**src/gamePkg.sv**
```systemverilog
package gamePkg;

	// Widths that carry a meaning
	typedef logic [10:0] screenCoord_t;
	typedef logic signed [12:0] camCoord_t;
	typedef logic [12:0] spriteAddr_t;
	typedef logic [16:0] imageAddr_t;
	typedef logic [7:0] colorIndex_t;
	typedef logic [3:0] spriteIndex_t;
	typedef logic [23:0] rgb_t;

	typedef enum logic {
		stateStart,
		stateOverworld
	} gameState_t;

	// Codes match the Direction input encoding
	typedef enum logic [1:0] {
		dirUp = 2'd0,
		dirRight = 2'd1,
		dirDown = 2'd2,
		dirLeft = 2'd3
	} direction_t;

	typedef enum logic [1:0] {
		stepRest1,
		stepMove1,
		stepRest2,
		stepMove2
	} walkStep_t;

	typedef enum logic [1:0] {
		targetSprite,
		targetMap,
		targetMenu,
		targetPalette
	} memTarget_t;

	typedef struct packed {
		logic valid;
		memTarget_t target;
		imageAddr_t addr;
		rgb_t data;
	} loadReq_t;

	typedef struct packed {
		logic overworld;
		camCoord_t camX;
		camCoord_t camY;
		direction_t facing;
		walkStep_t step;
	} sceneView_t;

	// Character window on screen
	localparam int spriteX0 = 311;
	localparam int spriteY0 = 340;
	localparam int spriteW = 19;
	localparam int spriteH = 29;
	localparam int sheetW = 228;

	localparam int mapW = 320;
	localparam int mapH = 240;
	localparam int mapScale = 4;
	localparam int menuScale = 2;

	localparam logic [7:0] startKey = 8'h2c;

	localparam camCoord_t camStart = 13'sd100;
	localparam camCoord_t camMinX = -13'sd311;
	localparam camCoord_t camMaxX = 13'sd952;
	localparam camCoord_t camMinY = -13'sd340;
	localparam camCoord_t camMaxY = 13'sd595;

	// Ticks per walk frame
	localparam int stepDelay = 8;

endpackage
```
**src/frameMemory.sv**
```systemverilog
`timescale 1ns/1ps

module frameMemory #(
	parameter int Depth = 256,
	parameter int Width = 8
) (
	input logic Clk,
	input logic we,
	input gamePkg::imageAddr_t writeAddr,
	input logic [Width-1:0] writeData,
	input gamePkg::imageAddr_t readAddr,
	output logic [Width-1:0] readData
);

	localparam int AddrBits = $clog2(Depth);

	logic [Width-1:0] mem [Depth];

	always_ff @(posedge Clk) begin
		if (we && int'(writeAddr) < Depth) begin
			mem[writeAddr[AddrBits-1:0]] <= writeData;
		end
		// Addresses past the end read as index 0
		if (int'(readAddr) < Depth) begin
			readData <= mem[readAddr[AddrBits-1:0]];
		end else begin
			readData <= '0;
		end
	end

endmodule

```
**config.mk**
```make
export PLATFORM = sky130hd
export DESIGN_NAME = frameMemory
export DESIGN_NICKNAME = d
export VERILOG_FILES = /design/src/gamePkg.sv /design/src/frameMemory.sv
export SDC_FILE = /design/constraint.sdc
export NUM_CORES = 2
export LEC_CHECK = 0
export BUFFER_PORTS_ARGS = -buffer_cell sky130_fd_sc_hd__buf_2
export CORE_MARGIN = 10
export CORE_UTILIZATION = 45
export DETAILED_ROUTE_END_ITERATION = 8
export PLACE_DENSITY = 0.57
export SLEW_MARGIN = 0
export SYNTH_ARGS = -nofsm -noshare
export SYNTH_HDL_FRONTEND = slang
export SYNTH_SLANG_ARGS = --single-unit
```
**constraint.sdc**
```tcl
create_clock -name Clk -period 2.9 [get_ports Clk]
set_input_delay 0.145 -clock Clk [delete_from_list [all_inputs] [get_ports Clk]]
set_output_delay 0.145 -clock Clk [all_outputs]
set_load 0.01 [all_outputs]
```
# After elaboration in Yosys (flattened, before gate mapping)
# Memory sizes are Yosys's and may differ from the RTL's. A register that Yosys moved wholly into a read port is not among the register bits.
# Cells that the tools add are included.
[totals]
regBits = 0
mem_count = 1
ram_bits = 2048
[mem_list]
columns = ["name", "depth", "word_bits", "rd", "rd_ports_with_merged_regs", "wr", "line", "rtl"]
rows = [
  ["mem", 256, 8, 1, 1, 1, "frameMemory.sv:17", "logic [Width-1:0] mem [Depth];"],
]
[classes]
n_lt_le_gt_ge = 2
n_reduce_logical = 2
mux = 2
[op_table]
columns = ["op", "n"]
rows = [
  ["< comparator 17 x 9 -> 1 bit, second input constant", 2],
  ["2-to-1 mux 1 bit", 2],
  ["logical AND 1 bit", 1],
  ["zero test 1 bit", 1],
]

# Depth between registers and ports, before layout
[logic_depth]
ltp_word = 4
mapped_depth = 12

# Least setup slack after synthesis
# Ideal clock, no wire load.
[synth_path]
kind = "in2reg"
from = "input readAddr[0]"
to = "register readData[3] (read register of mem)"
n_path_buf = 4
cell_stages = 8
slack_ps = 733
arrival_ps = 2037
setup_ps = 129
cell_sequence = "buf_6 buf_12 buf_12 buf_6 mux4_2 mux4_2 a211oi_1 o32ai_1"
[synth_between]
elab_chain_len = 2
[synth_lines]
columns = ["item", "line", "rtl"]
rows = [
  ["start, declared", "frameMemory.sv:11", "input gamePkg::imageAddr_t readAddr,"],
  ["< comparator 17 x 9 -> 1 bit", "frameMemory.sv:24", "if (int'(readAddr) < Depth) begin"],
  ["zero test 1 bit (no line)", "--", ""],
  ["end, declared", "frameMemory.sv:12", "output logic [Width-1:0] readData"],
]
# Parallel ways exist; a longest one is shown, timed or not.

# Worst setup path in the final report
[layout_path]
from = "input readAddr[3]"
to = "register readData[1] (read register of mem)"
# The elaborated chain is that of the path after synthesis.

==> results.yml <==
place:
  place_congestion: 0.8324
  placed_cell_area_um2: 87700
  placed_cells: 6613
  io_buffers: 51
  dp_hpwl_mm: 140.8
floorplan:
  dieWidth_um: 444.1
  rows: 155
  die_height_um: 444.1
  die-area_um2: 197300
  coreArea_um2: 178600
  initial_core_util_pct: 45.32
  ios: 52
synth:
  ys_seq_elements: 2056
  syn_area_um2: 80950
  synth_common_cells: "2,048 x edfxtp_1, 344 x mux4_2, 320 x nor2_1"
  async_flop_share_pct: 0
  avgSynthCellArea_um2: 20.98
  yosysTopAreaCellShare_pct: 75.97
  ys_types: 71
  synth_nets: 3902
  yosysTopAreaCell: "edfxtp_1"
  synth.most_common_cell: "edfxtp_1"
  synthFlopType: "edfxtp_1"
  synthTopCellsByArea: "edfxtp_1 76%, mux4_2 9.6%, mux2i_1 3.2%"
  synth_edf_count: 2048
  ys_seq_area_share_pct: 76.17
  ys_warn_count: 0
  syn_inst: 3858
timing:
  tightest_slew_ns: 0.8566
  fin_worst_skew_ns: 0.06079
  slew_headroom_pct: 41.41
  timing.final.crit_share_pct: 96.70
  holdWs_ns: 0.09390
  fmax_mhz: 356.6
  setup_violations: 0
  hold_viol: 0
  slew_violations: 0
  fin_crit_ns: 2.804
  rsz0062_at_grt: "false"
grt:
  antenna_found_initial: 11
  grt_pass1_vias: 41900
  grt_pass1_wl_mm: 312.7
  track_usage_pct: 21.90
  grt_max_degree: 121
  grt-ovfl-total: 0
finish:
  fin_area_um2: 94470
  layout.cells.non_filler: 7011
  fin_nets: 4530
  fill_cells: 13830
  drive_above_1_share_pct: 27.55
  multi_input_area_um2: 17390
  area_growth_pct: 16.70
  regArea_um2: 61660
critical_path:
  cp.required_ns: 3.63
  critical_path_class: "in2reg"
  critical_path_arrival_ns: 3.53
  r2r_start: "mem[105][1]"
  crit_start: "readAddr[3]"
  rrSetupSlack_ns: 0.12
  reg2reg_depth: 7
  worstSetupEndpoint: "readData[1]"
  crit_fanout: 20
  rr_endpoint: "readData[1]"
  cp-start-kind: "primary input"
  endpoint_kind: "flip-flop"
drt:
  drc: 0
  drtPass1Iterations: 5
  drt-total-wl_mm: 217.5
  avgViaCountPerCell: 5.975
  first_iter_violations: 4964
  wl_per_cell_um: 31.03
  vias: 41890
  ant_nets: 0
clock_network:
  clk_path_buf_depth: 3
  path_clk_slew_ns: 0.06
  cts_sinks: 2056
  htreeDepth: 4
  cts_made_buffers: 206
  cts_root_buf: "clkbuf_16"
  cts_tree: "done"
  clk_latency_ns: 0.87
run_status:
  status: "completed"
pwr:
  leakagePower_nw: 30.95
  power_density_nw_per_um2: 651.6
  peakVddDrop_uv: 526.4
  total_power_mw: 61.56
run:
  cap_viol_max_count: 0
hold_path:
  min_path_type: "in2reg"
layout make-up:
cell class | count | area share (%)
Multi-Input combinational cell | 1566 | 18.41
Clock buffer | 259 | 5.667
Inverter | 6 | 0.03046
Timing Repair Buffer | 650 | 6.230
Clock inverter | 116 | 1.266
Antenna cell | 3 | 0.007947
Tap cell | 2355 | 3.119
Sequential cell | 2056 | 65.27
per-stage QoR:
step           utilization, %  setup TNS [ns]  worst slack, ns
4_1_cts                 52.88               0          0.06174
2_1_floorplan               -               0           0.7332
3_5_place_dp            49.10         -0.5759          -0.2010
3_3_place_gp            49.10         -0.5898          -0.1944
6_report                52.89               0          0.09580
5_1_grt                 52.89               0         0.004650
critical path, stage by stage:
cell,delay (ns)
dlygate4sd3_1,0.54
buf_2,0.46
buf_4,0.26
nand3b_1,0.30
buf_4,0.32
or3_1,0.38
o31ai_1,0.09
nor4_1,0.09
nand3_1,0.20
o32ai_1,0.13
dlygate4sd3_1,0.59
worst min-delay path by stage:
stage	start	to	slack [ns]	depth (start not counted)
2_1_floorplan	writeData[0]	mem[0][0]	0.24	0
3_3_place_gp	writeData[7]	mem[206][7]	0.59	1
3_5_place_dp	writeData[7]	mem[206][7]	0.59	1
4_1_cts	writeAddr[7]	mem[202][1]	0.02	3
5_1_grt	writeAddr[7]	mem[202][1]	0.1	3
6_report	writeAddr[7]	mem[202][1]	0.09	3
logic make-up after synthesis:
family                 Yosys count  share of synthesized area [%]
DFF                           2056                          76.17
muxes                          684                          15.37
and+or+nand+nor                518                          2.747
AOI/OAI and AO/OA              364                          3.315
buffers and inverters          236                          2.399
layout by cell type (no fill, tap or decap), types with 13 or more instances in the layout:
cell and count:
edfxtp_1 2048, o22ai_1 65, o221ai_1 100, bufinv_16 13, mux2i_1 255, a21oi_1 57
buf_2 39, buf_12 79, clkinv_2 35, mux4_2 344, mux4_1 79, nand3_1 22
o21ai_0 41, clkbuf_16 206, buf_4 502, dlygate4sd3_1 20, clkinv_1 46, nand2_1 94
clkbuf_1 53, nor2_1 320
power breakdown:
part,internal (mW),total (mW),switching (mW)
sequential,32.7,32.7,0.000502
combinational,1.17,3.12,1.95
clock,14.3,25.8,11.4
registers in the layout, summed over array words and instances, names as in the netlist:
| register | count |
|---|---|
| mem | 2048 |
| readData | 8 |
timing repair:
item	4_1_cts	5_1_grt
endpoints found under the hold margin	535	0
endpoints found under the setup margin	0	2
setup buffers	0	0
gates resized for setup	0	4
hold buffers	20	0
metal layers:
metal	vias up	part of all wire (%)	global-route usage, %
met2	1775	46	33.59
li1	17480	-	-
met1	22350	43	32.39
met4	0	2.9	6.452
met5	-	0	0
met3	294	7.6	3.574
Note: power is estimated with default switching activity, not from simulation.
