$ cat config.mk
export PLATFORM = sky130hd
export DESIGN_NAME = pixelAddressGen
export DESIGN_NICKNAME = d
export VERILOG_FILES = /design/src/gamePkg.sv /design/src/pixelAddressGen.sv
export SDC_FILE = /design/constraint.sdc
export NUM_CORES = 1
export LEC_CHECK = 0
export BUFFER_PORTS_ARGS = -buffer_cell sky130_fd_sc_hd__clkbuf_2
export CORE_MARGIN = 1
export CORE_UTILIZATION = 45
export DETAILED_ROUTE_END_ITERATION = 16
export PLACE_DENSITY = 0.68
export SYNTH_ARGS = -nofsm -noshare
export SYNTH_HDL_FRONTEND = slang
export SYNTH_SLANG_ARGS = --single-unit
$ cat constraint.sdc
create_clock -name vclk -period 8.6
set_clock_uncertainty 0.2 [all_clocks]
set_input_delay 0.86 -clock vclk [all_inputs]
set_output_delay 0.86 -clock vclk [all_outputs]
set_load 0.02 [all_outputs]
$ cat src/gamePkg.sv
package gamePkg;

	// Widths that carry a meaning
	typedef logic [10:0] screenCoord_t;
	typedef logic signed [12:0] camCoord_t;
	typedef logic [12:0] spriteAddr_t;
	typedef logic [16:0] imageAddr_t;
	typedef logic [7:0] colorIndex_t;
	typedef logic [3:0] spriteIndex_t;
	typedef logic [23:0] rgb_t;

	typedef enum logic {
		stateStart,
		stateOverworld
	} gameState_t;

	// Codes match the Direction input encoding
	typedef enum logic [1:0] {
		dirUp = 2'd0,
		dirRight = 2'd1,
		dirDown = 2'd2,
		dirLeft = 2'd3
	} direction_t;

	typedef enum logic [1:0] {
		stepRest1,
		stepMove1,
		stepRest2,
		stepMove2
	} walkStep_t;

	typedef enum logic [1:0] {
		targetSprite,
		targetMap,
		targetMenu,
		targetPalette
	} memTarget_t;

	typedef struct packed {
		logic valid;
		memTarget_t target;
		imageAddr_t addr;
		rgb_t data;
	} loadReq_t;

	typedef struct packed {
		logic overworld;
		camCoord_t camX;
		camCoord_t camY;
		direction_t facing;
		walkStep_t step;
	} sceneView_t;

	// Character window on screen
	localparam int spriteX0 = 311;
	localparam int spriteY0 = 340;
	localparam int spriteW = 19;
	localparam int spriteH = 29;
	localparam int sheetW = 228;

	localparam int mapW = 320;
	localparam int mapH = 240;
	localparam int mapScale = 4;
	localparam int menuScale = 2;

	localparam logic [7:0] startKey = 8'h2c;

	localparam camCoord_t camStart = 13'sd100;
	localparam camCoord_t camMinX = -13'sd311;
	localparam camCoord_t camMaxX = 13'sd952;
	localparam camCoord_t camMinY = -13'sd340;
	localparam camCoord_t camMaxY = 13'sd595;

	// Ticks per walk frame
	localparam int stepDelay = 8;

endpackage
$ cat src/pixelAddressGen.sv
`timescale 1ns/1ps

module pixelAddressGen (
	input gamePkg::screenCoord_t drawX,
	input gamePkg::screenCoord_t drawY,
	input gamePkg::sceneView_t view,
	output gamePkg::imageAddr_t mapAddr,
	output gamePkg::imageAddr_t menuAddr,
	output gamePkg::spriteAddr_t spriteAddr,
	output logic inSprite,
	output logic offMap
);

	import gamePkg::*;

	int px;
	int py;
	int mx;
	int my;

	// Sheet column of the frame for this facing and step
	function automatic int columnBase(input direction_t facing, input walkStep_t step);
		int base;
		int offset;
		case (facing)
			dirDown: base = 0;
			dirLeft: base = 3 * spriteW;
			dirUp: base = 6 * spriteW;
			default: base = 9 * spriteW;
		endcase
		case (step)
			stepMove1: offset = 0;
			stepMove2: offset = 2 * spriteW;
			default: offset = spriteW;
		endcase
		return base + offset;
	endfunction

	always_comb begin
		px = int'(drawX);
		py = int'(drawY);
		mx = px + int'(view.camX);
		my = py + int'(view.camY);

		offMap = (mx < 0) || (my < 0) || (mx / mapScale >= mapW) || (my / mapScale >= mapH);

		if (mx < 0 || my < 0) begin
			mapAddr = '0;
		end else begin
			mapAddr = imageAddr_t'((my / mapScale) * mapW + mx / mapScale);
		end

		menuAddr = imageAddr_t'((py / menuScale) * mapW + px / menuScale);

		inSprite = (px >= spriteX0) && (px < spriteX0 + spriteW) &&
			(py >= spriteY0) && (py < spriteY0 + spriteH);

		if (inSprite) begin
			spriteAddr = spriteAddr_t'(sheetW * (py - spriteY0) + (px - spriteX0) +
				columnBase(view.facing, view.step));
		end else begin
			spriteAddr = '0;
		end
	end

endmodule

### After elaboration in Yosys (flattened, before gate mapping)

Cells that the tools add are included.
Widths: inputs -> output; s select.

| operators by class | value |
|---|---|
| shift operators | 0 |
| equality and inequality tests | 4 |
| divide/modulo/power cells | 0 |
| multiply operators | 3 |
| $lt $le $gt $ge | 8 |
| muxes and demuxes | 6 |
| reductions and logical operators | 9 |
| bitwise gates (word level) | 2 |
| add/sub/neg operators | 11 |

Operators by type and width:

| cell | number |
|---|---|
| $add 32x1->32 | 2 |
| $mux 13 | 3 |
| $ge 32x10->1 const B | 1 |
| $ge 32x9->1 const B | 1 |
| $mul 32x4->11 const B | 1 |
| $add 12x13->14 | 2 |
| $lt 14x1->1 const B | 2 |
| $add 13x13->13 | 2 |
| $pmux 8 s3 | 1 |
| $sub 11x9->12 const B | 2 |
| $ge 11x9->1 const B | 2 |
| $lt 11x9->1 const B | 2 |
| $add 17x10->17 | 1 |
| $add 17x17->17 | 1 |
| $mux 17 | 1 |
| $add 13x12->13 | 1 |
| $mul 7x12->11 const A | 1 |
| $pmux 6 s2 | 1 |
| $mul 10x3->11 const B | 1 |
| $eq 2x2->1 const B | 3 |
| $reduce_or 2->1 | 2 |
| $logic_and 1x1->1 | 3 |
| $logic_or 1x1->1 | 3 |
| $and 1x1->1 | 2 |
| 2 further kinds | 2 |

| word-level totals | value |
|---|---|
| output and inout port bits | 49 |
| latch bits | 0 |
| bits in writable memories | 0 |
| bits in registers | 0 |
| logic and storage cells | 43 |
| memories kept | 0 |
| memory bits (read-only) | 0 |
| input bits | 53 |

### Logic depth before layout (Yosys ltp)

Gate-level depths: netlist (run 1).

| depth | value |
|---|---|
| depth after elaboration | 8 |
| depth in mapped cells | 26 |
| depth with buffers taken out | 26 |

### Least setup slack after synthesis (run 1)

OpenSTA, ideal clock, no wires.

| path | value |
|---|---|
| kind | in2out |
| start point | input drawY[1] |
| end point | output mapAddr[16] |
| setup slack | 1.805 ns |
| buffers on the path | 0 |
| cell stages on the path | 25 |
| arrival | 5.735 ns |
| required time | 7.540 ns |
| path through | ha_1 > a21o_1 > a41oi_2 > a32oi_4 > a21boi_0 > o211a_1 > inv_1 > nor2_1 > ha_1 > ha_1 > nand3_1 > xnor2_1 > ha_1 > fa_1 > a21o_1 > a21oi_1 > o21bai_1 > a21oi_1 > xnor2_1 > ha_1 > nand2_1 > o41ai_1 > xnor2_1 > xnor2_1 > nor2_1 |

| between the ends | value |
|---|---|
| word-level cells in the longest chain between the ends | 7 |
| elaborated cells on any way between the ends | 9 |
| those cells by class | 3 x add/sub; 1 x mul; 1 x order compare; 1 x mux; 1 x bitwise; 2 x reduce/logical |

Ends and longest elaborated chain:

| item | line | RTL |
|---|---|---|
| start, declared | pixelAddressGen.sv:5 | `input gamePkg::screenCoord_t drawY,` |
| $add 12x13->14 (*) | pixelAddressGen.sv:43 | `my = py + int'(view.camY);` |
| $reduce_or 2->1 (no line) | -- |  |
| $and 1x1->1 (no line) | -- |  |
| $add 32x1->32 (no line) | -- |  |
| $mul 32x4->11 | pixelAddressGen.sv:50 | `mapAddr = imageAddr_t'((my / mapScale) * mapW + mx / mapScale);` |
| $add 17x17->17 | pixelAddressGen.sv:50 |  |
| $mux 17 (*) | pixelAddressGen.sv:47 | `if (mx < 0 \|\| my < 0) begin` |
| end, declared | pixelAddressGen.sv:7 | `output gamePkg::imageAddr_t mapAddr,` |

Every way passes the cells marked *; elsewhere a longest branch is shown, timed or not.

### Worst setup path in the final report (run 1)

Ends and elaborated chain as after synthesis.

==> impl_metrics.yaml, run 1 <==
status:
  outcome: "complete, no violations"
final_layout:
  diodes: 0
  area_of_the_multi_input_gates_um2: 5080
  nNetsFinal: 993
  synthToLayoutAreaGrowth_pct: 11.0
  final_layout_size_suffix_gt1_share_pct: 15.3
  numSequentialCells: 0
  final_area_um2: 6090
  layout_fillers: 1158
  layout.area.seq_um2: 0
  clkbuf_count: 0
power:
  power_density_nw_per_um2: 253
  sw_share_pct: 55.2
  comb_power_share_pct: 100.0
  netsw_w: 0.000852
  cell_internal_pwr_w: 0.000692
  power.clock.fraction_pct: 0
  maximum_resistive_drop_on_vdd_mv: 0.293
  seqPwrFrac_pct: 0
  power.static_leakage_nw: 3.12
placement:
  routabilityCongestion: 0.853
  port_buffers: 101
  hpwlAfterDp_um: 11600
  pre_cts_ws_ns: 1.05
  detailed_place.area_um2: 6090
logic_synthesis:
  synth.area.top_cells: "ha_1 (29%), xnor2_1 (11%), fa_1 (9.5%)"
  area_share_of_the_largest_cell_type_after_synthesis_pct: 29.4
  synth_simple_gate_area_share_pct: 17.1
  synth_mux_area_share_pct: 0.205
  synthesis.area_per_instance_um2: 7.88
  largest_family_of_logic_cells_by_synthesized_area: "adder cells"
  synth_sequential_area_ratio_pct: 0
  share_of_the_synthesized_netlist_area_taken_by_xor_and_xnor_gates_pct: 17.6
  syn-instance-count: 696
  synth_compound_area_share_pct: 18.7
  number_of_distinct_standard_cells_referenced_by_the_synthesized_netlist: 73
  yosysTopAreaCell: "ha_1"
  syn_area_um2: 5490
  synth_nets: 904
  ys_warn_count: 0
  synth_fa_ha_area_share_pct: 38.9
die:
  initial_util_pct: 47.1
  io-pin-count: 102
  die_w_um: 112
  fp-row-count: 39
  placeableCoreArea_um2: 11700
  total_die_area_um2: 12600
  die-height_um: 112
clock_network:
  cts_post_setup_buffers_inserted: 0
  cts_hold_buffers: 0
  resized_after_cts: 0
timing:
  finalCriticalPeriod_ns: 7.58
  relSlewSlack_pct: 49.6
  worst_margin_pin_slew_ns: 0.756
  max_freq_mhz: 132
  timing.setup.tns_ns: 0
  finalSetupViolCount: 0
  finalWorstSetupSlack_ns: 1.02
  grt_setup_unrepaired: "false"
  slew_violations: 0
  period_share_pct: 88.1
  final_hold_viol_count: 0
setup_path:
  worstPathArrival_ns: 6.52
  cpMostUsedCell: "ha_1"
  worst-endpoint-required_ns: 7.54
  cp_slowest_stage_delay_ns: 0.38
  cp_max_fo: 9
  cpMaxStageDelayCell: "ha_1"
  crit_path_end_kind: "output pin"
  critical_path.startpoint_type: "primary input"
  path_class: "in -> out"
  worstPathBufferInverterCount: 3
  critical-path-top-delay-family: "compound AO/OA/AOI/OAI gates"
detailed_routing:
  drt-pass1-iter-count: 4
  antenna_violating_nets_post_route: 0
  viasPerCell: 5.50
  vias: 5090
  avgRoutedWirePerCell_um: 14.2
  number_of_remaining_drc_errors: 0
  routed_wl_um: 13100
  number_of_drc_markers_in_iteration_0: 183
global_route:
  gr-total-overflow: 0
  vias_in_the_first_global_route: 5034
  maximum_number_of_pins_on_one_net_before_global_route_repair: 19
  number_of_antenna_violations_at_the_first_check_in_global_routing: 0
  grt_first_pass_wirelength_um: 22500
  grt_usage_pct: 21.0
min_path:
  min_to: "menuAddr[4]"
  hold-path-cell-count: 2
  hold_path_class: "in -> out"
  timing.hold.worst.start: "drawX[5]"
job:
  drv.max_cap_violation_count: 0
## worst max-delay path by stage
stage,startpoint,end,cells past startpoint
finish,drawY[1],mapAddr[16],28
global route,drawY[1],mapAddr[16],28
CTS,drawY[1],mapAddr[16],28
detailed placement,drawY[1],mapAddr[16],28
global placement,drawY[1],mapAddr[16],27
floorplan,drawY[1],mapAddr[16],25
## per-stage QoR
stage	power [W]	instances	hold WS [ns]	utilization, %
floorplan	0.00125	696	1.63	-
global placement	0.00150	926	1.81	52.2
detailed placement	0.00154	926	1.82	52.2
CTS	0.00155	926	1.82	52.2
global route	0.00174	926	1.83	52.2
finish	0.00154	926	1.81	52.2
## synth_stat cells, types with 15 or more instances
| library cell | instances |
|---|---|
| xor2_1 | 34 |
| inv_1 | 87 |
| nand2_1 | 31 |
| a21oi_1 | 40 |
| fa_1 | 26 |
| nor2b_1 | 15 |
| ha_1 | 129 |
| a21o_1 | 19 |
| xnor2_1 | 71 |
| nor2_1 | 59 |
| o21ai_0 | 17 |
| nand3_1 | 19 |
## power groups by stage
| stage | logic, W | clock network, W | registers, W |
|---|---|---|---|
| global placement | 0.00150 | 0 | 0 |
| global route | 0.00174 | 0 | 0 |
| floorplan | 0.00125 | 0 | 0 |
| CTS | 0.00155 | 0 | 0 |
| detailed placement | 0.00154 | 0 | 0 |
| finish | 0.00154 | 0 | 0 |
## metal layers
metal | routed length [um] | vias to the layer above | GRT usage (%)
li1 | - | 2605 | -
met1 | 6000 | 2356 | 26.9
met2 | 6400 | 107 | 39.0
met3 | 391 | 22 | 0.810
met4 | 322 | 0 | 4.71
met5 | 0 | - | 0
## kinds of logic (layout without fill, tap and decap cells)
group           after synthesis  count (layout)
fa+ha+maj                   155             155
simple gates                185             185
buf+inv                     101             188
compound gates              146             146
mux                           1               1
xor+xnor                    108             108
## cells in the final DEF, fill, tap and decap left out, drive strengths merged, types with 2 or more instances in the layout
| master | count |
|---|---|
| ha | 129 |
| clkbuf | 101 |
| inv | 87 |
| xnor2 | 71 |
| nor2 | 60 |
| a21oi | 41 |
| xor2 | 37 |
| nand2 | 31 |
| fa | 26 |
| a21o | 20 |
| o21ai | 20 |
| nand3 | 19 |
| nor2b | 15 |
| o21bai | 11 |
| nor3 | 11 |
| a31oi | 9 |
| nand4 | 8 |
| nand2b | 7 |
| and3 | 6 |
| nor4 | 6 |
| o21a | 5 |
| o31ai | 4 |
| or2 | 4 |
| a221oi | 3 |
| nand3b | 3 |
| or3 | 3 |
| or4 | 3 |
| and2 | 3 |
| a21boi | 3 |
| o221ai | 3 |
| a41oi | 3 |
| a211oi | 3 |
| o2111ai | 2 |
| a311o | 2 |
| a31o | 2 |
| o31a | 2 |
## layout make-up
| cell class | instances | share of cell area [%] |
|---|---|---|
| timing repair buffer | 101 | 8.30 |
| inverter | 87 | 5.36 |
| tap | 143 | 2.94 |
| multi-input combinational | 595 | 83.4 |
(Power assumes the default switching activity.)
==> run 2, diff against run 1 <==
REMOVE_ABC_BUFFERS = 1   (was not set)
==> impl_metrics.yaml, run 2 (synthesis gave the netlist of run 1 again) <==
final_layout:
  non_filler_cells_final: 926
  clkbuf_count: 0
  layout.area.seq_um2: 0
  nNetsFinal: 993
  mostFrequentLayoutCell: "ha_1"
  diodes: 0
  synthToLayoutAreaGrowth_pct: 11.0
  numSequentialCells: 0
  final_area_um2: 6090
  layout.cells.most_common_list: "ha_1 (129), clkbuf_2 (101), inv_1 (87)"
  final_layout_size_suffix_gt1_share_pct: 15.3
timing:
  worst_margin_pin_slew_ns: 0.675
  max_freq_mhz: 132
  slew_violations: 0
  finalSetupViolCount: 0
  final_hold_viol_count: 0
  timing.hold.ws_ns: 1.81
  finalCriticalPeriod_ns: 7.60
  timing.setup.tns_ns: 0
  relSlewSlack_pct: 55.0
  period_share_pct: 88.4
  grt_setup_unrepaired: "false"
global_route:
  grt_first_pass_wirelength_um: 21700
  gr-total-overflow: 0
  maximum_number_of_pins_on_one_net_before_global_route_repair: 19
  number_of_antenna_violations_at_the_first_check_in_global_routing: 0
  vias_in_the_first_global_route: 4822
  grt_usage_pct: 20.4
placement:
  detailed_place.area_um2: 6090
  port_buffers: 101
  routabilityCongestion: 0.872
  dp_cells: 926
  hpwlAfterDp_um: 11300
status:
  outcome: "complete, no violations"
die:
  total_die_area_um2: 12600
  die-height_um: 112
  die_w_um: 112
  initial_util_pct: 47.1
  placeableCoreArea_um2: 11700
  io-pin-count: 102
  fp-row-count: 39
setup_path:
  worstPathBufferInverterCount: 3
  cp_max_fo: 9
  worst-endpoint-required_ns: 7.54
  cpMostUsedCell: "ha_1"
  worstPathArrival_ns: 6.54
  critical_path.startpoint_type: "primary input"
  worst-path-stages: 27
  cp_slowest_stage_delay_ns: 0.46
  critical-path-top-delay-family: "compound AO/OA/AOI/OAI gates"
  cpMaxStageDelayCell: "fa_1"
  path_class: "in -> out"
  crit_path_end_kind: "output pin"
detailed_routing:
  vias: 5028
  number_of_drc_markers_in_iteration_0: 148
  drt-pass1-iter-count: 4
  number_of_remaining_drc_errors: 0
  viasPerCell: 5.43
  antenna_violating_nets_post_route: 0
  routed_wl_um: 13000
  avgRoutedWirePerCell_um: 14.0
clock_network:
  resized_after_cts: 0
  cts_post_setup_buffers_inserted: 0
  cts_hold_buffers: 0
min_path:
  min_to: "menuAddr[4]"
  timing.hold.worst.start: "drawX[5]"
  hold-path-cell-count: 2
  hold_path_class: "in -> out"
power:
  p_total_w: 0.00153
  power_density_nw_per_um2: 251
  maximum_resistive_drop_on_vdd_mv: 0.300
  power.static_leakage_nw: 3.12
job:
  drv.max_cap_violation_count: 0
-- run 2: power by group --
group	switching [W]	internal (W)	total, W	leakage [nW]
Clock	0	0	0	0
Combinational	0.000841	0.000690	0.00153	3.12
Sequential	0	0	0	0
Total	0.000841	0.000690	0.00153	3.12
-- run 2: worst max-delay path by stage --
| stage | from | endpoint | slack (ns) |
|---|---|---|---|
| 2_1_floorplan | drawY[1] | mapAddr[16] | 1.81 |
| 3_3_place_gp | drawY[1] | mapAddr[16] | 1.12 |
| 3_5_place_dp | drawY[1] | mapAddr[16] | 0.98 |
| 4_1_cts | drawY[1] | mapAddr[16] | 0.93 |
| 5_1_grt | drawY[1] | mapAddr[16] | 0.57 |
| 6_report | drawY[1] | mapAddr[16] | 1.0 |
-- run 2: routing by layer --
metal	share of wire [%]	GRT usage (%)
met2	49	38.0
met1	46	26.1
met3	2.9	0.864
met5	0	0
met4	2.0	4.27
-- run 2: area by class of cell --
type	count	area, um2
Tap cell	143	179
Multi-Input combinational cell	595	5080
Fill cell	1142	5570
Inverter	87	327
Timing Repair Buffer	101	505
-- run 2: through the flow --
stage,worst slack (ns),util [%]
final,0.997,52.2
after global routing,0.571,52.2
after CTS,0.932,52.2
after detailed placement,0.985,52.2
after global placement,1.12,52.2
after floorplan,1.81,-
==> run 3, diff against run 2 <==
REMOVE_ABC_BUFFERS = not set   (was 1)
SETUP_SLACK_MARGIN = 0.5   (was not set)
clock period = 8.1 ns   (was 8.6 ns; I/O delays follow)
==> impl_metrics.yaml, run 3 (synthesis gave the netlist of run 1 again) <==
final_layout:
  final_layout_size_suffix_gt1_share_pct: 16.1
  synthToLayoutAreaGrowth_pct: 11.9
  numSequentialCells: 0
  layout.area.seq_um2: 0
  mostFrequentLayoutCell: "ha_1"
  layout.cells.most_common_list: "ha_1 (129), clkbuf_2 (101), inv_1 (87)"
  nNetsFinal: 995
  diodes: 0
  clkbuf_count: 0
setup_path:
  crit_path_end_kind: "output pin"
  critical_path.startpoint_type: "primary input"
  worstPathArrival_ns: 6.17
  cp_max_fo: 7
  worst-endpoint-required_ns: 7.09
  path_class: "in -> out"
detailed_routing:
  antenna_violating_nets_post_route: 0
  number_of_drc_markers_in_iteration_0: 187
  routed_wl_um: 12900
  number_of_remaining_drc_errors: 0
  avgRoutedWirePerCell_um: 13.9
  drt-pass1-iter-count: 4
  vias: 5037
  viasPerCell: 5.43
power:
  power_density_nw_per_um2: 268
  maximum_resistive_drop_on_vdd_mv: 0.335
  power.static_leakage_nw: 3.14
timing:
  worst_margin_pin_slew_ns: 0.621
  max_freq_mhz: 139
  final_hold_viol_count: 0
  period_share_pct: 88.7
  timing.hold.ws_ns: 1.71
  timing.setup.tns_ns: 0
  finalCriticalPeriod_ns: 7.18
  finalSetupViolCount: 0
  grt_setup_unrepaired: "true"
  finalWorstSetupSlack_ns: 0.917
  relSlewSlack_pct: 58.3
  slew_violations: 0
global_route:
  maximum_number_of_pins_on_one_net_before_global_route_repair: 19
  grt_first_pass_wirelength_um: 22200
  vias_in_the_first_global_route: 4942
  gr-total-overflow: 0
  number_of_antenna_violations_at_the_first_check_in_global_routing: 0
  grt_usage_pct: 20.8
die:
  die_w_um: 112
  initial_util_pct: 47.1
  placeableCoreArea_um2: 11700
  fp-row-count: 39
  io-pin-count: 102
  total_die_area_um2: 12600
  die-height_um: 112
placement:
  port_buffers: 101
  pre_cts_ws_ns: 0.599
  routabilityCongestion: 0.851
  hpwlAfterDp_um: 11400
status:
  outcome: "complete, no violations"
min_path:
  hold_path_class: "in -> out"
clock_network:
  cts_hold_buffers: 0
job:
  drv.max_cap_violation_count: 0
-- run 3: what timing repair did --
| item | 4_1_cts | 5_1_grt |
|---|---|---|
| resized for setup | 0 | 5 |
| setup endpoints to repair | 0 | 3 |
| hold endpoints to repair | 0 | 0 |
| setup buffers | 0 | 1 |
-- run 3: final timing paths --
check	start	to	slack, ns	cells after the start
hold / removal	drawX[5]	menuAddr[4]	1.71	2
setup / recovery	drawY[1]	mapAddr[16]	0.92	25
-- run 3: worst max-delay path: stages --
cell	delay (ns)
clkbuf_2	0.19
ha_1	0.33
a21o_1	0.24
a41oi_4	0.30
a32oi_4	0.17
a21boi_0	0.19
o211a_2	0.20
inv_1	0.07
nor2_1	0.11
ha_1	0.17
ha_1	0.19
nand3_1	0.16
xnor2_2	0.21
ha_1	0.36
fa_1	0.46
a21o_1	0.17
a21oi_1	0.23
xnor2_1	0.11
ha_1	0.27
nor4_1	0.48
o41ai_2	0.17
xnor2_1	0.21
xnor2_1	0.13
nor2_1	0.05
clkbuf_2	0.18
-- run 3: where the power goes --
| group | total [W] | switching, W | internal (W) |
|---|---|---|---|
| registers | 0 | 0 | 0 |
| logic | 0.00165 | 0.000910 | 0.000737 |
| clock network | 0 | 0 | 0 |
| total | 0.00165 | 0.000910 | 0.000737 |
-- run 3: cell type report --
cell class	count	area, um2
inverters	87	327
repair buffers	103	520
fillers	1124	5520
well taps	143	179
multi-input cells	595	5110
-- run 3: layer usage --
metal,global-route usage [%],wire [um],up-vias
li1,-,-,2600
met4,3.64,264,0
met2,38.3,6250,96
met3,0.594,345,20
met1,27.3,6040,2321
met5,0,0,-
-- run 3: through the flow --
step | cells | power, W | util [%] | cell area (um2)
finish | 928 | 0.00165 | 52.6 | 6140
global route | 928 | 0.00187 | 52.6 | 6140
CTS | 927 | 0.00165 | 52.3 | 6100
detailed placement | 927 | 0.00163 | 52.3 | 6100
global placement | 927 | 0.00159 | 52.3 | 6100
floorplan | 696 | 0.00132 | - | 5490
