File: src/gamePkg.sv
package gamePkg;

	// Widths that carry a meaning
	typedef logic [10:0] screenCoord_t;
	typedef logic signed [12:0] camCoord_t;
	typedef logic [12:0] spriteAddr_t;
	typedef logic [16:0] imageAddr_t;
	typedef logic [7:0] colorIndex_t;
	typedef logic [3:0] spriteIndex_t;
	typedef logic [23:0] rgb_t;

	typedef enum logic {
		stateStart,
		stateOverworld
	} gameState_t;

	// Codes match the Direction input encoding
	typedef enum logic [1:0] {
		dirUp = 2'd0,
		dirRight = 2'd1,
		dirDown = 2'd2,
		dirLeft = 2'd3
	} direction_t;

	typedef enum logic [1:0] {
		stepRest1,
		stepMove1,
		stepRest2,
		stepMove2
	} walkStep_t;

	typedef enum logic [1:0] {
		targetSprite,
		targetMap,
		targetMenu,
		targetPalette
	} memTarget_t;

	typedef struct packed {
		logic valid;
		memTarget_t target;
		imageAddr_t addr;
		rgb_t data;
	} loadReq_t;

	typedef struct packed {
		logic overworld;
		camCoord_t camX;
		camCoord_t camY;
		direction_t facing;
		walkStep_t step;
	} sceneView_t;

	// Character window on screen
	localparam int spriteX0 = 311;
	localparam int spriteY0 = 340;
	localparam int spriteW = 19;
	localparam int spriteH = 29;
	localparam int sheetW = 228;

	localparam int mapW = 320;
	localparam int mapH = 240;
	localparam int mapScale = 4;
	localparam int menuScale = 2;

	localparam logic [7:0] startKey = 8'h2c;

	localparam camCoord_t camStart = 13'sd100;
	localparam camCoord_t camMinX = -13'sd311;
	localparam camCoord_t camMaxX = 13'sd952;
	localparam camCoord_t camMinY = -13'sd340;
	localparam camCoord_t camMaxY = 13'sd595;

	// Ticks per walk frame
	localparam int stepDelay = 8;

endpackage
File: src/sceneController.sv
`timescale 1ns/1ps

module sceneController (
	input logic Clk,
	input logic rstN,
	input logic frameTick,
	input logic [7:0] keycode,
	input logic moving,
	input gamePkg::direction_t direction,
	output gamePkg::sceneView_t view
);

	import gamePkg::*;

	localparam int DelayBits = $clog2(stepDelay);

	gameState_t gameState;
	direction_t facing;
	walkStep_t step;
	logic [DelayBits-1:0] delayCount;
	camCoord_t camX;
	camCoord_t camY;

	function automatic walkStep_t nextStep(input walkStep_t cur);
		walkStep_t nxt;
		case (cur)
			stepRest1: nxt = stepMove1;
			stepMove1: nxt = stepRest2;
			stepRest2: nxt = stepMove2;
			default: nxt = stepRest1;
		endcase
		return nxt;
	endfunction

	always_ff @(posedge Clk or negedge rstN) begin
		if (!rstN) begin
			gameState <= stateStart;
			facing <= dirUp;
			step <= stepRest1;
			delayCount <= '0;
			camX <= camStart;
			camY <= camStart;
		end else if (frameTick) begin
			case (gameState)
				stateStart: begin
					if (keycode == startKey) begin
						gameState <= stateOverworld;
						camX <= camStart;
						camY <= camStart;
					end
				end
				default: begin
					if (!moving) begin
						step <= stepRest1;
					end else if (direction != facing) begin
						// Turn in place
						facing <= direction;
						step <= stepRest1;
					end else begin
						if (delayCount == DelayBits'(stepDelay - 1)) begin
							delayCount <= '0;
						end else begin
							delayCount <= delayCount + 1'b1;
						end
						if (delayCount == '0) begin
							step <= nextStep(step);
						end
						// Scroll one pixel per tick up to the limits
						case (facing)
							dirUp: begin
								if (camY > camMinY) begin
									camY <= camY - camCoord_t'(1);
								end
							end
							dirDown: begin
								if (camY < camMaxY) begin
									camY <= camY + camCoord_t'(1);
								end
							end
							dirLeft: begin
								if (camX > camMinX) begin
									camX <= camX - camCoord_t'(1);
								end
							end
							default: begin
								if (camX < camMaxX) begin
									camX <= camX + camCoord_t'(1);
								end
							end
						endcase
					end
				end
			endcase
		end
	end

	assign view = '{
		overworld: (gameState == stateOverworld),
		camX: camX,
		camY: camY,
		facing: facing,
		step: step
	};

endmodule

File: config.mk
export PLATFORM = sky130hd
export DESIGN_NAME = sceneController
export DESIGN_NICKNAME = d
export VERILOG_FILES = /design/src/gamePkg.sv /design/src/sceneController.sv
export SDC_FILE = /design/constraint.sdc
export NUM_CORES = 1
export LEC_CHECK = 0
export ABC_AREA = 0
export BUFFER_PORTS_ARGS = -buffer_cell sky130_fd_sc_hd__buf_4
export CORE_MARGIN = 3
export CORE_UTILIZATION = 45
export DETAILED_ROUTE_END_ITERATION = 8
export GPL_ROUTABILITY_DRIVEN = 0
export PLACE_DENSITY = 0.68
export SKIP_CTS_REPAIR_TIMING = 1
export SLEW_MARGIN = 25
export SYNTH_ARGS = -nofsm -noshare
export SYNTH_HDL_FRONTEND = slang
export SYNTH_SLANG_ARGS = --single-unit
File: constraint.sdc
create_clock -name Clk -period 2.5 [get_ports Clk]
set_input_delay 0.125 -clock Clk [delete_from_list [all_inputs] [get_ports Clk]]
set_output_delay 0.125 -clock Clk [all_outputs]
set_load 0.01 [all_outputs]
* After elaboration in Yosys (flattened, before gate mapping)
Cells that the tools add are included.
** Cells by class
- Add/subtract/negate cells :: 5
- $lt $le $gt $ge :: 4
- Eq/ne operators :: 16
- Mux-type cells :: 20
- Bitwise logic cells :: 1
- Reduce and logical (&&, ||, !) cells :: 10
** Operators by type and width (number)
- $mux W13 :: 11
- $pmux W13 S2 :: 2
- $add A13 B2 Y13 const B :: 2
- $gt A13 B10 Y1 const B :: 2
- $lt A13 B11 Y1 const B :: 2
- $sub A13 B2 Y13 const B :: 2
- $reduce_and A7 Y1 :: 2
- $ne A3 B1 Y1 const B :: 3
- $ne A3 B3 Y1 const B :: 3
- $eq A8 B6 Y1 const B :: 1
- $reduce_and A4 Y1 :: 2
- $eq A2 B2 Y1 const B :: 3
- $mux W2 :: 3
- $ne A2 B2 Y1 const B :: 3
- $pmux W2 S3 :: 1
- $logic_not A2 Y1 :: 2
- $add A3 B1 Y3 const B :: 1
- $eq A3 B3 Y1 const B :: 1
- $logic_not A3 Y1 :: 1
- $mux W3 :: 1
- $reduce_and A3 Y1 :: 1
- $eq A2 B1 Y1 const B :: 1
- $mux W1 :: 2
- $ne A2 B2 Y1 :: 1
- other kinds (3) :: 3
** Word-level totals
- Register bits after elaboration :: 34
- Input bits :: 14
- Output and inout bits :: 31
- Logic and storage cells :: 62

* Logic depth before layout (Yosys ltp)
Gate-level depths: netlist (run 1).
- Depth after elaboration :: 6
- Mapped depth :: 12
- Mapped depth without buffers :: 10

* Worst setup path after synthesis (run 1)
OpenSTA, ideal clock, no wires.
- Path kind :: flip-flop to flip-flop
- From :: reg facing[0]
- To :: reg camY[12]
- Setup time :: 0.116 ns
- Arrival time :: 2.395 ns
- Required time :: 2.384 ns
- Setup slack :: -0.010 ns
- Cell stages (with the launch flop) :: 9
- Path buffers :: 0
- Clock period less this slack :: 2.510 ns
- Cell sequence :: dfrtp_1 > nand2b_1 > ha_1 > nor2b_1 > o31a_1 > o21ai_0 > o31a_1 > nand3_1 > o311ai_0
** Between the ends
- Word-level cells in the longest chain between the ends :: 5
- Elaborated cells between the ends (all ways) :: 12
- Those cells by class :: eq/ne (6); mux (4); reduce/logical (2)
** RTL lines
- from (decl) :: line sceneController.sv:18 : direction_t facing;
- from (signal assigned) :: line sceneController.sv:38 : facing <= dirUp;
- from (signal assigned) :: line sceneController.sv:57 : facing <= direction;
- $eq A2 B2 Y1 or $logic_not A2 Y1 (tied branches) :: line sceneController.sv:69 : case (facing)
- $pmux W13 S2 :: line sceneController.sv:69
- $mux W13 :: line sceneController.sv:55 : end else if (direction != facing) begin
- $mux W13 :: line sceneController.sv:53 : if (!moving) begin
- $mux W13 :: line sceneController.sv:44 : case (gameState)
- to (signal assigned) :: line sceneController.sv:42 : camY <= camStart;
- to (signal assigned) :: line sceneController.sv:49 : camY <= camStart;
- to (signal assigned) :: line sceneController.sv:72 : camY <= camY - camCoord_t'(1);
- to (decl) :: line sceneController.sv:22 : camCoord_t camY;
Several ways; a longest one is shown, not always the timed one. The select of a mux whose other input is x is not followed.
A chain may end at the register's enable or synchronous reset.

* Worst setup path after layout (run 1)
- From :: reg facing[1]
- To :: reg camX[1]
** Between the ends
- Word-level cells in the longest chain between the ends :: 6
- Elaborated cells between the ends (all ways) :: 14
- Those cells by class :: eq/ne (7); mux (4); reduce/logical (3)
** RTL lines
- $eq A2 B2 Y1 or $logic_not A2 Y1 (tied branches) :: line sceneController.sv:69
- $reduce_or A2 Y1 (no source line)
- $pmux W13 S2 :: line sceneController.sv:69
- $mux W13 :: line sceneController.sv:55
- $mux W13 :: line sceneController.sv:53
- $mux W13 :: line sceneController.sv:44
- to (signal assigned) :: line sceneController.sv:41 : camX <= camStart;
- to (signal assigned) :: line sceneController.sv:48 : camX <= camStart;
- to (signal assigned) :: line sceneController.sv:82 : camX <= camX - camCoord_t'(1);
- to (decl) :: line sceneController.sv:21 : camCoord_t camX;
Several ways; a longest one is shown, not always the timed one. The select of a mux whose other input is x is not followed.

==> results of run 1 <==
metal layers:
| metal | wire, um | GRT usage, % |
|---|---|---|
| met1 | 3380 | 27.8 |
| met2 | 3740 | 36.7 |
| met3 | 387 | 3.55 |
| met4 | 89 | 6.04 |
| met5 | 0 | 0 |
state kept, by name (all words and copies together), names as in the netlist:
signal and count:
delayCount 3, camX 13, step 2, gameState 1, facing 2, camY 13
cell families (layout without fill, tap and decap cells):
logic type | Yosys count | count (layout)
adders and majority gates | 19 | 19
DFF | 34 | 34
xor gates and xnor gates | 13 | 13
and+or+nand+nor | 127 | 127
buffers and inverters | 40 | 95
muxes | 7 | 7
AOI/OAI and AO/OA | 99 | 99
cell usage after synthesis (6+ instances only):
cell	number	area (um2)
nor2_1	23	86.3
clkbuf_1	6	22.5
a31oi_1	7	43.8
o21ai_0	17	85.1
dfstp_2	6	158
nor4_1	10	62.6
dfrtp_1	28	701
nand2b_1	6	37.5
nand4_1	7	43.8
inv_1	20	75.1
o211ai_1	6	45.0
xnor2_1	9	78.8
nor3_1	14	70.1
nand2_1	26	97.6
buf_6	6	67.6
a21oi_1	21	105
nand3_1	11	55.1
ha_1	18	225
layout make-up:
class	instances	area, um2
Inverter	21	78.8
Sequential cell	34	858
Timing Repair Buffer	66	510
Tap cell	75	93.8
Multi-Input combinational cell	265	1840
Fill cell	570	2590
Clock inverter	1	5.00
Clock buffer	7	86.3
power breakdown:
part,leakage [nW],switching [mW],internal (mW)
sequential,0.426,0.260,0.754
clock,0.0482,0.208,0.222
combinational,1.02,1.21,1.02
total,1.50,1.68,2.00
worst paths after layout:
check	from	end	slack, ps
max reg2reg	facing[1]$_DFFE_PN0P_	camX[1]$_DFFE_PN0P_	170
max in group asynchronous	rstN	camX[5]$_DFFE_PN1P_	1810
min	direction[1]	facing[1]$_DFFE_PN0P_	110
min reg2reg	delayCount[2]$_DFFE_PN0P_	delayCount[2]$_DFFE_PN0P_	530
min in group asynchronous	rstN	camX[8]$_DFFE_PN0P_	330
max	facing[1]$_DFFE_PN0P_	camX[1]$_DFFE_PN0P_	170
critical path, delay by kind of cell, from the launching register on:
family	cells	cell delay, ps
muxes	1	220
AOI/OAI and AO/OA	1	280
and+or+nand+nor	4	1030
buffers and inverters	2	270
DFF	1	460
cell usage in the layout (no fill, tap or decap), types with 11 or more instances in the layout:
master,n
nor3_1,14
nand3_1,11
o21ai_0,16
dfrtp_1,28
buf_4,64
nor2_1,23
ha_1,18
a21oi_1,20
nand2_1,26
inv_1,20
==> summary.md, run 1 <==
| Metric | Value |
|---|---|
| Synth cell types | 66 |
| Vias per cell | 6.04 |
| Chip Height | 86.1 um |
| Crit end category | flop |
| Post-Layout Cell Count | approximately 470 |
| Layout cells sized above 1 | a little over a quarter |
| Final nets | 426 |
| Final hold violation count | 0 |
| Root Buffer | clkbuf_8 |
| Power Total | 3.68 mW |
| Max clock buf depth | 2 |
| Leakage | 1.50 nW |
| Clk slew on worst S/H paths | around 70 ps |
| Starting DRT DRC Count | 160 |
| First-pass GRT wire length | about 13000 um |
| FF+latch count, synth | 34 |
| Total number of yosys warnings | 0 |
| Final period util | between 90 and 100% |
| Residual DRC | 0 |
| Largest net degree at the start of global routing | 35 |
| Num ports | 45 |
| CTS Sinks | 34 |
| Final worst slack | 170 ps |
| Die width | around 86 um |
| Placed insts | between 400 and 500 |
| Net count after synthesis | roughly 370 |
| CP Class | reg2reg |
| WL/cell | 16.2 um |
| HPWL Detailed | around 5700 um |
| Final Critical Period | between 2000 and 2500 ps |
| CP Max Fanout | 7 |
| Post-synthesis mux area share | about 2.6% |
| Synth Area in Adders | 8.49% |
| Post-Place Cell Area | around 0.0034 mm2 |
| Inserted Diodes | 0 |
| Mean Syn Cell Area | about 8.5 um2 |
| Post-synthesis xor/xnor area fraction | under 10% |
| Mapped cell area | 0.00289 mm2 |
| Setup crit start kind | flop |
| Clock Skews | 5.73 ps |
| Crit path arrival time | between 2000 and 3000 ps |
| RSZ-0062 raised after global routing | false |
| Worst vdd ir | 799 uV |
| Number of CTS-inserted buffers | 5 |
| Slew headroom | between 60% and 70% |
| Largest family of logic cells by synthesized area | compound AO/OA/AOI/OAI gates |
| Final core occ | 57.2% |
| Status | completed |
| Worst Reg2Reg Path Length in Cells | 8 |
| Initial core utilization | between 40% and 50% |
| Post-synthesis cell count | between 300 and 400 |
| Setup TNS | 0 ps |
| Port Buffer Count | 44 |
| P&R area growth vs syn | 20.1% |
| Top FF cell, synth | dfrtp_1 |
| Sequential-to-total area share from yosys stat | 29.7% |
| Number of global-route vias before repair | approximately 2700 |
| Fmax | between 400 and 500 MHz |
| Post-synthesis simple-gate area fraction | roughly a quarter |
| Total iterations of the first detailed-routing run | 4 |
| Final Max Tran Viols | 0 |
| Total of max-cap violations | 0 |
| Worst path cell trace | buf_4, nand2_2, inv_2, nor4_1, or4_1, or2_2, a21oi_2, mux2i_1 |
| Critical Path Slowest Stage Cell | or4_1 |
| GRT Total Usage | 21.5% |
| Least-Margin Pin Slew | around 460 ps |
| Hold Crit Depth | 2 |
| Routed vias | around 2800 |
| Slowest cell delay on critical path | between 500 and 600 ps |
| Core box area | between 0.006 and 0.007 mm2 |
| Routed Antenna Nets | 0 |
| H-tree Lvls | 2 |
| Worst Hold Class | in2reg |
| Initial antenna violation count | 0 |
| Drt total wl | between 7000 and 8000 um |
| WHS | between 100 and 150 ps |
| DIE AREA | approximately 0.0074 mm2 |
| TritonCTS clock tree | done |
| EDFF count, synth | 0 |
| Row count | 28 |
| Worst-skew pair later-pin latency | roughly 290 ps |
| Grt total ovfl | 0 |
| Worst EP required | ~2700 ps |
| Design area | about 0.0035 mm2 |
| Cell Pwr Density | around 1100 mW/mm2 |
| Share of synthesized registers carrying an async set or reset | 100% |
| Dpl ws | about 56 ps |
| Final setup viols | 0 |
| Synth Area in Compound Gates | around a quarter |
(Power assumes the default switching activity.)
==> run 2, diff against run 1 <==
Settings changed: MAX_ROUTING_LAYER from default to met4, REMOVE_ABC_BUFFERS from default to 1.
==> summary.md, run 2 (synthesized netlist as in run 1, its figures left out) <==
| Metric | Value |
|---|---|
| Final period util | 92.6% (-0.65 points) |
| Number of CTS-inserted buffers | 5 (unchanged) |
| GR Util met3 | 4.42% (+0.86 points) |
| WHS | 105 ps (-5.31 ps) |
| Max clock buf depth | 2 (unchanged) |
| Clock power share | 13.1% (+1.4 points) |
| Final setup viols | 0 (unchanged) |
| Final Max Tran Viols | 0 (unchanged) |
| Most common cell after layout, fill and taps aside | buf_4 |
| Largest net degree at the start of global routing | 35 (unchanged) |
| Total of max-cap violations | 0 (unchanged) |
| Critical Path Slowest Stage Cell | dfrtp_1 |
| Final core occ | 57.7% (+0.50 points) |
| Root Buffer | clkbuf_8 |
| TritonCTS clock tree | done |
| Worst vdd ir | 647 uV (-19%) |
| Die width | 86.1 um (unchanged) |
| RSZ-0062 raised after global routing | false |
| H-tree Lvls | 2 (unchanged) |
| WL/cell | 16.3 um (+0.46%) |
| Logic pwr share | 59.7% (-1.0 points) |
| Setup TNS | 0 ps (unchanged) |
| Most frequent cell on the critical path | o211ai_1 |
| Initial antenna violation count | 0 (unchanged) |
| Fmax | 432 MHz (+0.71%) |
| CP Max Fanout | 5 (-2) |
| Worst Hold Class | in2reg |
| P&R area growth vs syn | 21.2% |
| Met2 GRT Util | 34.1% (-2.7 points) |
| Crit end category | flop |
| Grt total ovfl | 0 (unchanged) |
| Final Critical Period | 2310 ps (-16.3 ps) |
| CTS Sinks | 34 (unchanged) |
| Most frequent cells in the layout | buf_4 (65), dfrtp_1 (28), nand2_1 (26), nor2_1 (23), a21oi_1 (21) |
| Total iterations of the first detailed-routing run | 5 (+1) |
| Largest regs | camX x13, camY x13, delayCount x3 |
| Power Total | 3.75 mW (+2.0%) |
| Slew headroom | 69.0% (-0.34 points) |
| Number of global-route vias before repair | 2728 (+0.78%) |
| Status | completed |
| Final worst slack | 186 ps (+16.3 ps) |
| Inserted Diodes | 0 (unchanged) |
| GRT met1 Usage | 29.0% (+1.2 points) |
| Top Usage Layer GRT | met2 |
| Dpl ws | 90.5 ps (+34.6 ps) |
| Placed insts | 460 (unchanged) |
| Port Buffer Count | 44 (unchanged) |
| Leakage | 1.51 nW (+0.63%) |
| Num ports | 45 (unchanged) |
| Setup crit start kind | flop |
| Internal | 2.07 mW (+3.8%) |
| Internal reg-to-reg setup slack | 190 ps (+20 ps) |
| Switching power | 1.68 mW (-0.11%) |
| Starting DRT DRC Count | 244 (+53%) |
| Cell Pwr Density | 1070 mW/mm2 (+1.1%) |
| HPWL Detailed | 5520 um (-3.1%) |
| Clock Skews | 14.6 ps (+8.89 ps) |
| Clk slew on worst S/H paths | 70 ps (about the same) |
| Row count | 28 (unchanged) |
| Slowest cell delay on critical path | 370 ps (-190 ps) |
| Core box area | 0.00606 mm2 (unchanged) |
| Vias per cell | 6.07 (+0.42%) |
| Drt total wl | 7650 um (+0.67%) |
| DIE AREA | 0.00741 mm2 (unchanged) |
| Worst path cell trace | nand2b_2, buf_4, ha_1, o21a_1, o31a_1, o211ai_1, o211ai_1, mux2_2 |
| GRT Total Usage | 21.8% (+0.36 points) |
| First-pass GRT wire length | 12800 um (-1.1%) |
| Post-Place Cell Area | 0.00335 mm2 (about the same) |
| Post-Layout Cell Count | 470 (+0.21%) |
| Chip Height | 86.1 um (unchanged) |
| Final nets | 427 (+0.23%) |
| Residual DRC | 0 (unchanged) |
| Worst-skew pair later-pin latency | 300 ps (about the same) |
| Layout cells sized above 1 | 27.1% (+0.69 points) |
| Crit path arrival time | 2490 ps (-60 ps) |
| Worst EP required | 2680 ps (-40 ps) |
| Design area | 0.00350 mm2 (+0.87%) |
| Initial core utilization | 47.6% (unchanged) |
| Reg power frac | 27.2% (-0.4 points) |
| Least-Margin Pin Slew | 466 ps (+5.11 ps) |
| Routed Antenna Nets | 0 (unchanged) |
| CP Class | reg2reg |
| Final hold violation count | 0 (unchanged) |
| Routed vias | 2853 (+0.63%) |
| Switching Share | 44.7% (-0.94 points) |
run 2: worst max-delay path, delay by kind of cell (launching register included):
family / cells / cell delay (ps)
buffers and inverters: 1 / 170
adders and majority gates: 1 / 310
and+or+nand+nor: 1 / 220
AOI/OAI and AO/OA: 4 / 850
muxes: 1 / 280
DFF: 1 / 370
run 2: power by group through the flow:
stage               Sequential, mW  Clock (mW)  Combinational [mW]
floorplan                     1.09           0                1.33
global placement              1.02           0                2.12
detailed placement            1.02           0                2.16
CTS                           1.01       0.502                2.17
global route                  1.06       0.532                2.48
finish                        1.02       0.492                2.24
run 2: worst paths after layout:
path,from,end,depth (start not counted)
worst max register to register,facing[0]$_DFFE_PN0P_,camY[10]$_DFFE_PN0P_,8
worst max-delay path,facing[0]$_DFFE_PN0P_,camY[10]$_DFFE_PN0P_,8
max in group asynchronous,rstN,camX[6]$_DFFE_PN1P_,2
worst min register to register,camY[2]$_DFFE_PN1P_,camY[2]$_DFFE_PN1P_,2
worst min-delay path,direction[0],facing[0]$_DFFE_PN0P_,2
min in group asynchronous,rstN,camX[12]$_DFFE_PN0P_,2
run 2: layer usage:
metal,wire length (um),vias up
li1,-,1376
met1,3510,1338
met2,3530,127
met3,518,12
met4,95,0
met5,0,-
run 2: final cells by class:
class	count	area (um2)
fill	562	2560
multi-input combinational	265	1840
sequential	34	858
timing repair buffer	67	518
clock buffer	8	110
tap	75	93.8
inverter	21	78.8
==> run 3, diff against run 2 <==
Settings changed: CELL_PAD_IN_SITES_DETAIL_PLACEMENT from default to 1, CELL_PAD_IN_SITES_GLOBAL_PLACEMENT from default to 1, CORE_UTILIZATION 45 to 39, PLACE_DENSITY 0.68 to default, PLACE_DENSITY_LB_ADDON from default to 0.1.
==> summary.md, run 3 (synthesized netlist as in run 1, its figures left out) <==
| Metric | Value |
|---|---|
| Number of global-route vias before repair | 2902 (+6.4%) |
| GR Util met3 | 3.04% (-1.4 points) |
| Total iterations of the first detailed-routing run | 4 (-1) |
| Drt total wl | 9020 um (+18%) |
| Initial core utilization | 41.4% (-6.3 points) |
| Post-Layout Cell Count | 491 (+4.5%) |
| CP Class | reg2reg |
| Total of max-cap violations | 0 (unchanged) |
| Die width | 92.1 um (+6.9%) |
| Slowest cell delay on critical path | 630 ps (+260 ps) |
| FILL cells | 871 (+55%) |
| Footprint of the multi-input gates | 0.00186 mm2 (+1.2%) |
| Initial antenna violation count | 0 (unchanged) |
| Worst-skew pair later-pin latency | 290 ps (about the same) |
| Layout cells sized above 1 | 27.6% (+0.51 points) |
| Final worst slack | 136 ps (-50.3 ps) |
| Most common cell after layout, fill and taps aside | buf_4 |
| Register area | 860 um2 (+0.15%) |
| Port Buffer Count | 44 (unchanged) |
| First-pass GRT wire length | 14900 um (+16%) |
| Setup TNS | 0 ps (unchanged) |
| CTS Sinks | 34 (unchanged) |
| Critical path's top delay family | compound AO/OA/AOI/OAI gates |
| HPWL Detailed | 6700 um (+21%) |
| Largest net degree at the start of global routing | 35 (unchanged) |
| Power Total | 3.88 mW (+3.4%) |
| Max clock buf depth | 2 (unchanged) |
| Root Buffer | clkbuf_8 |
| CP Max Fanout | 10 (+5) |
| GRT Total Usage | 22.4% (+0.55 points) |
| TritonCTS clock tree | done |
| Routed Antenna Nets | 0 (unchanged) |
| Worst path cell trace | o21ai_0, and3_1, o311a_1, buf_4, nor3_2, a21oi_1, a31oi_1 |
| Crit path arrival time | 2570 ps (+80 ps) |
| Slew headroom | 67.5% (-1.5 points) |
| Setup crit start kind | flop |
| P&R area growth vs syn | 23.0% |
| Most frequent cells in the layout | buf_4 (65), dfrtp_1 (27), nand2_1 (26), nor2_1 (23), a21oi_1 (21) |
| Final period util | 94.6% (+2.0 points) |
| Leakage | 1.50 nW (-0.33%) |
| Design area | 0.00355 mm2 (+1.5%) |
| Clk slew on worst S/H paths | 90 ps (+20 ps) |
| Residual DRC | 0 (unchanged) |
| GRT met1 Usage | 31.2% (+2.3 points) |
| Num ports | 45 (unchanged) |
| Dpl ws | 14.0 ps (-76.5 ps) |
| Placed insts | 482 (+4.8%) |
| WL/cell | 18.4 um (+13%) |
| Number of CTS-inserted buffers | 5 (unchanged) |
| Final nets | 427 (unchanged) |
| Inserted Diodes | 0 (unchanged) |
| Least-Margin Pin Slew | 487 ps (+21.8 ps) |
| DIE AREA | 0.00847 mm2 (+14%) |
| Internal reg-to-reg setup slack | 140 ps (-50 ps) |
| Post-Place Cell Area | 0.00339 mm2 (+1.0%) |
| Critical path buffer and inverter count | 1 (unchanged) |
| Chip Height | 92.1 um (+6.9%) |
| Final setup viols | 0 (unchanged) |
| Top Usage Layer GRT | met2 |
| Starting DRT DRC Count | 177 (-27%) |
| Worst vdd ir | 474 uV (-27%) |
| Worst Hold Class | in2reg |
| Crit end category | flop |
| Core box area | 0.00698 mm2 (+15%) |
| Largest regs | camX x13, camY x13, delayCount x3 |
| Clock Skews | 7.54 ps (-7.07 ps) |
| Worst EP required | 2710 ps (+30 ps) |
| Status | completed |
| Final Critical Period | 2360 ps (+50.3 ps) |
| Final hold violation count | 0 (unchanged) |
| Critical Path Slowest Stage Cell | dfstp_2 |
| Row count | 30 (+7.1%) |
| Met2 GRT Util | 34.8% (+0.74 points) |
| Vias per cell | 5.87 (-3.2%) |
| Final Max Tran Viols | 0 (unchanged) |
| Grt total ovfl | 0 (unchanged) |
| Cell Pwr Density | 1090 mW/mm2 (+1.9%) |
| Routed vias | 2884 (+1.1%) |
| H-tree Lvls | 2 (unchanged) |
| Fmax | 423 MHz (-2.1%) |
[run 3: cell types whose count changed in the layout (fill, tap and decap cells not counted), sizes merged]
cell / previous run / this run
bufinv: 0 / 1
clkbuf: 8 / 5
clkinvlp: 0 / 2
[run 3: report_power, final]
group,switching [mW],leakage [nW],internal [mW]
clock,0.237,0.0504,0.297
combinational,1.24,1.03,1.05
sequential,0.302,0.425,0.755
[run 3: area by class of cell]
cell class                 count  area share, %
clock inverter                 3           1.27
timing repair buffer          67           14.6
clock buffer                   5           1.94
inverter                      21           2.22
tap                           96           3.38
multi-input combinational    265           52.4
sequential                    34           24.2
[run 3: path summary, 6_finish.rpt]
check | start | end | cells past startpoint
worst max-delay path | camX[2]$_DFFE_PN1P_ | camX[12]$_DFFE_PN0P_ | 7
worst min-delay path | direction[0] | facing[0]$_DFFE_PN0P_ | 2
worst max register to register | camX[2]$_DFFE_PN1P_ | camX[12]$_DFFE_PN0P_ | 7
worst min register to register | delayCount[1]$_DFFE_PN0P_ | delayCount[1]$_DFFE_PN0P_ | 1
max in group asynchronous | rstN | camY[5]$_DFFE_PN1P_ | 2
min in group asynchronous | rstN | camY[11]$_DFFE_PN0P_ | 2
[run 3: metal layers]
metal	up-vias	part of all wire, %
met5	-	0
met4	0	0.62
met3	6	4.1
met2	76	47
met1	1429	48
li1	1373	-
[run 3: per-stage QoR]
step                      hold slack (ps)  utilization [%]
final                                 100             50.9
after global routing                 89.1             50.9
after CTS                            -198             50.1
after detailed placement              121             48.5
after global placement                119             48.5
after floorplan                      -171                -
[run 3: worst register-to-register path, stage by stage (launching register included)]
cell and delay (ps):
dfstp_2 630, o21ai_0 130, and3_1 190, o311a_1 440, buf_4 200, nor3_2 390, a21oi_1 120, a31oi_1 170
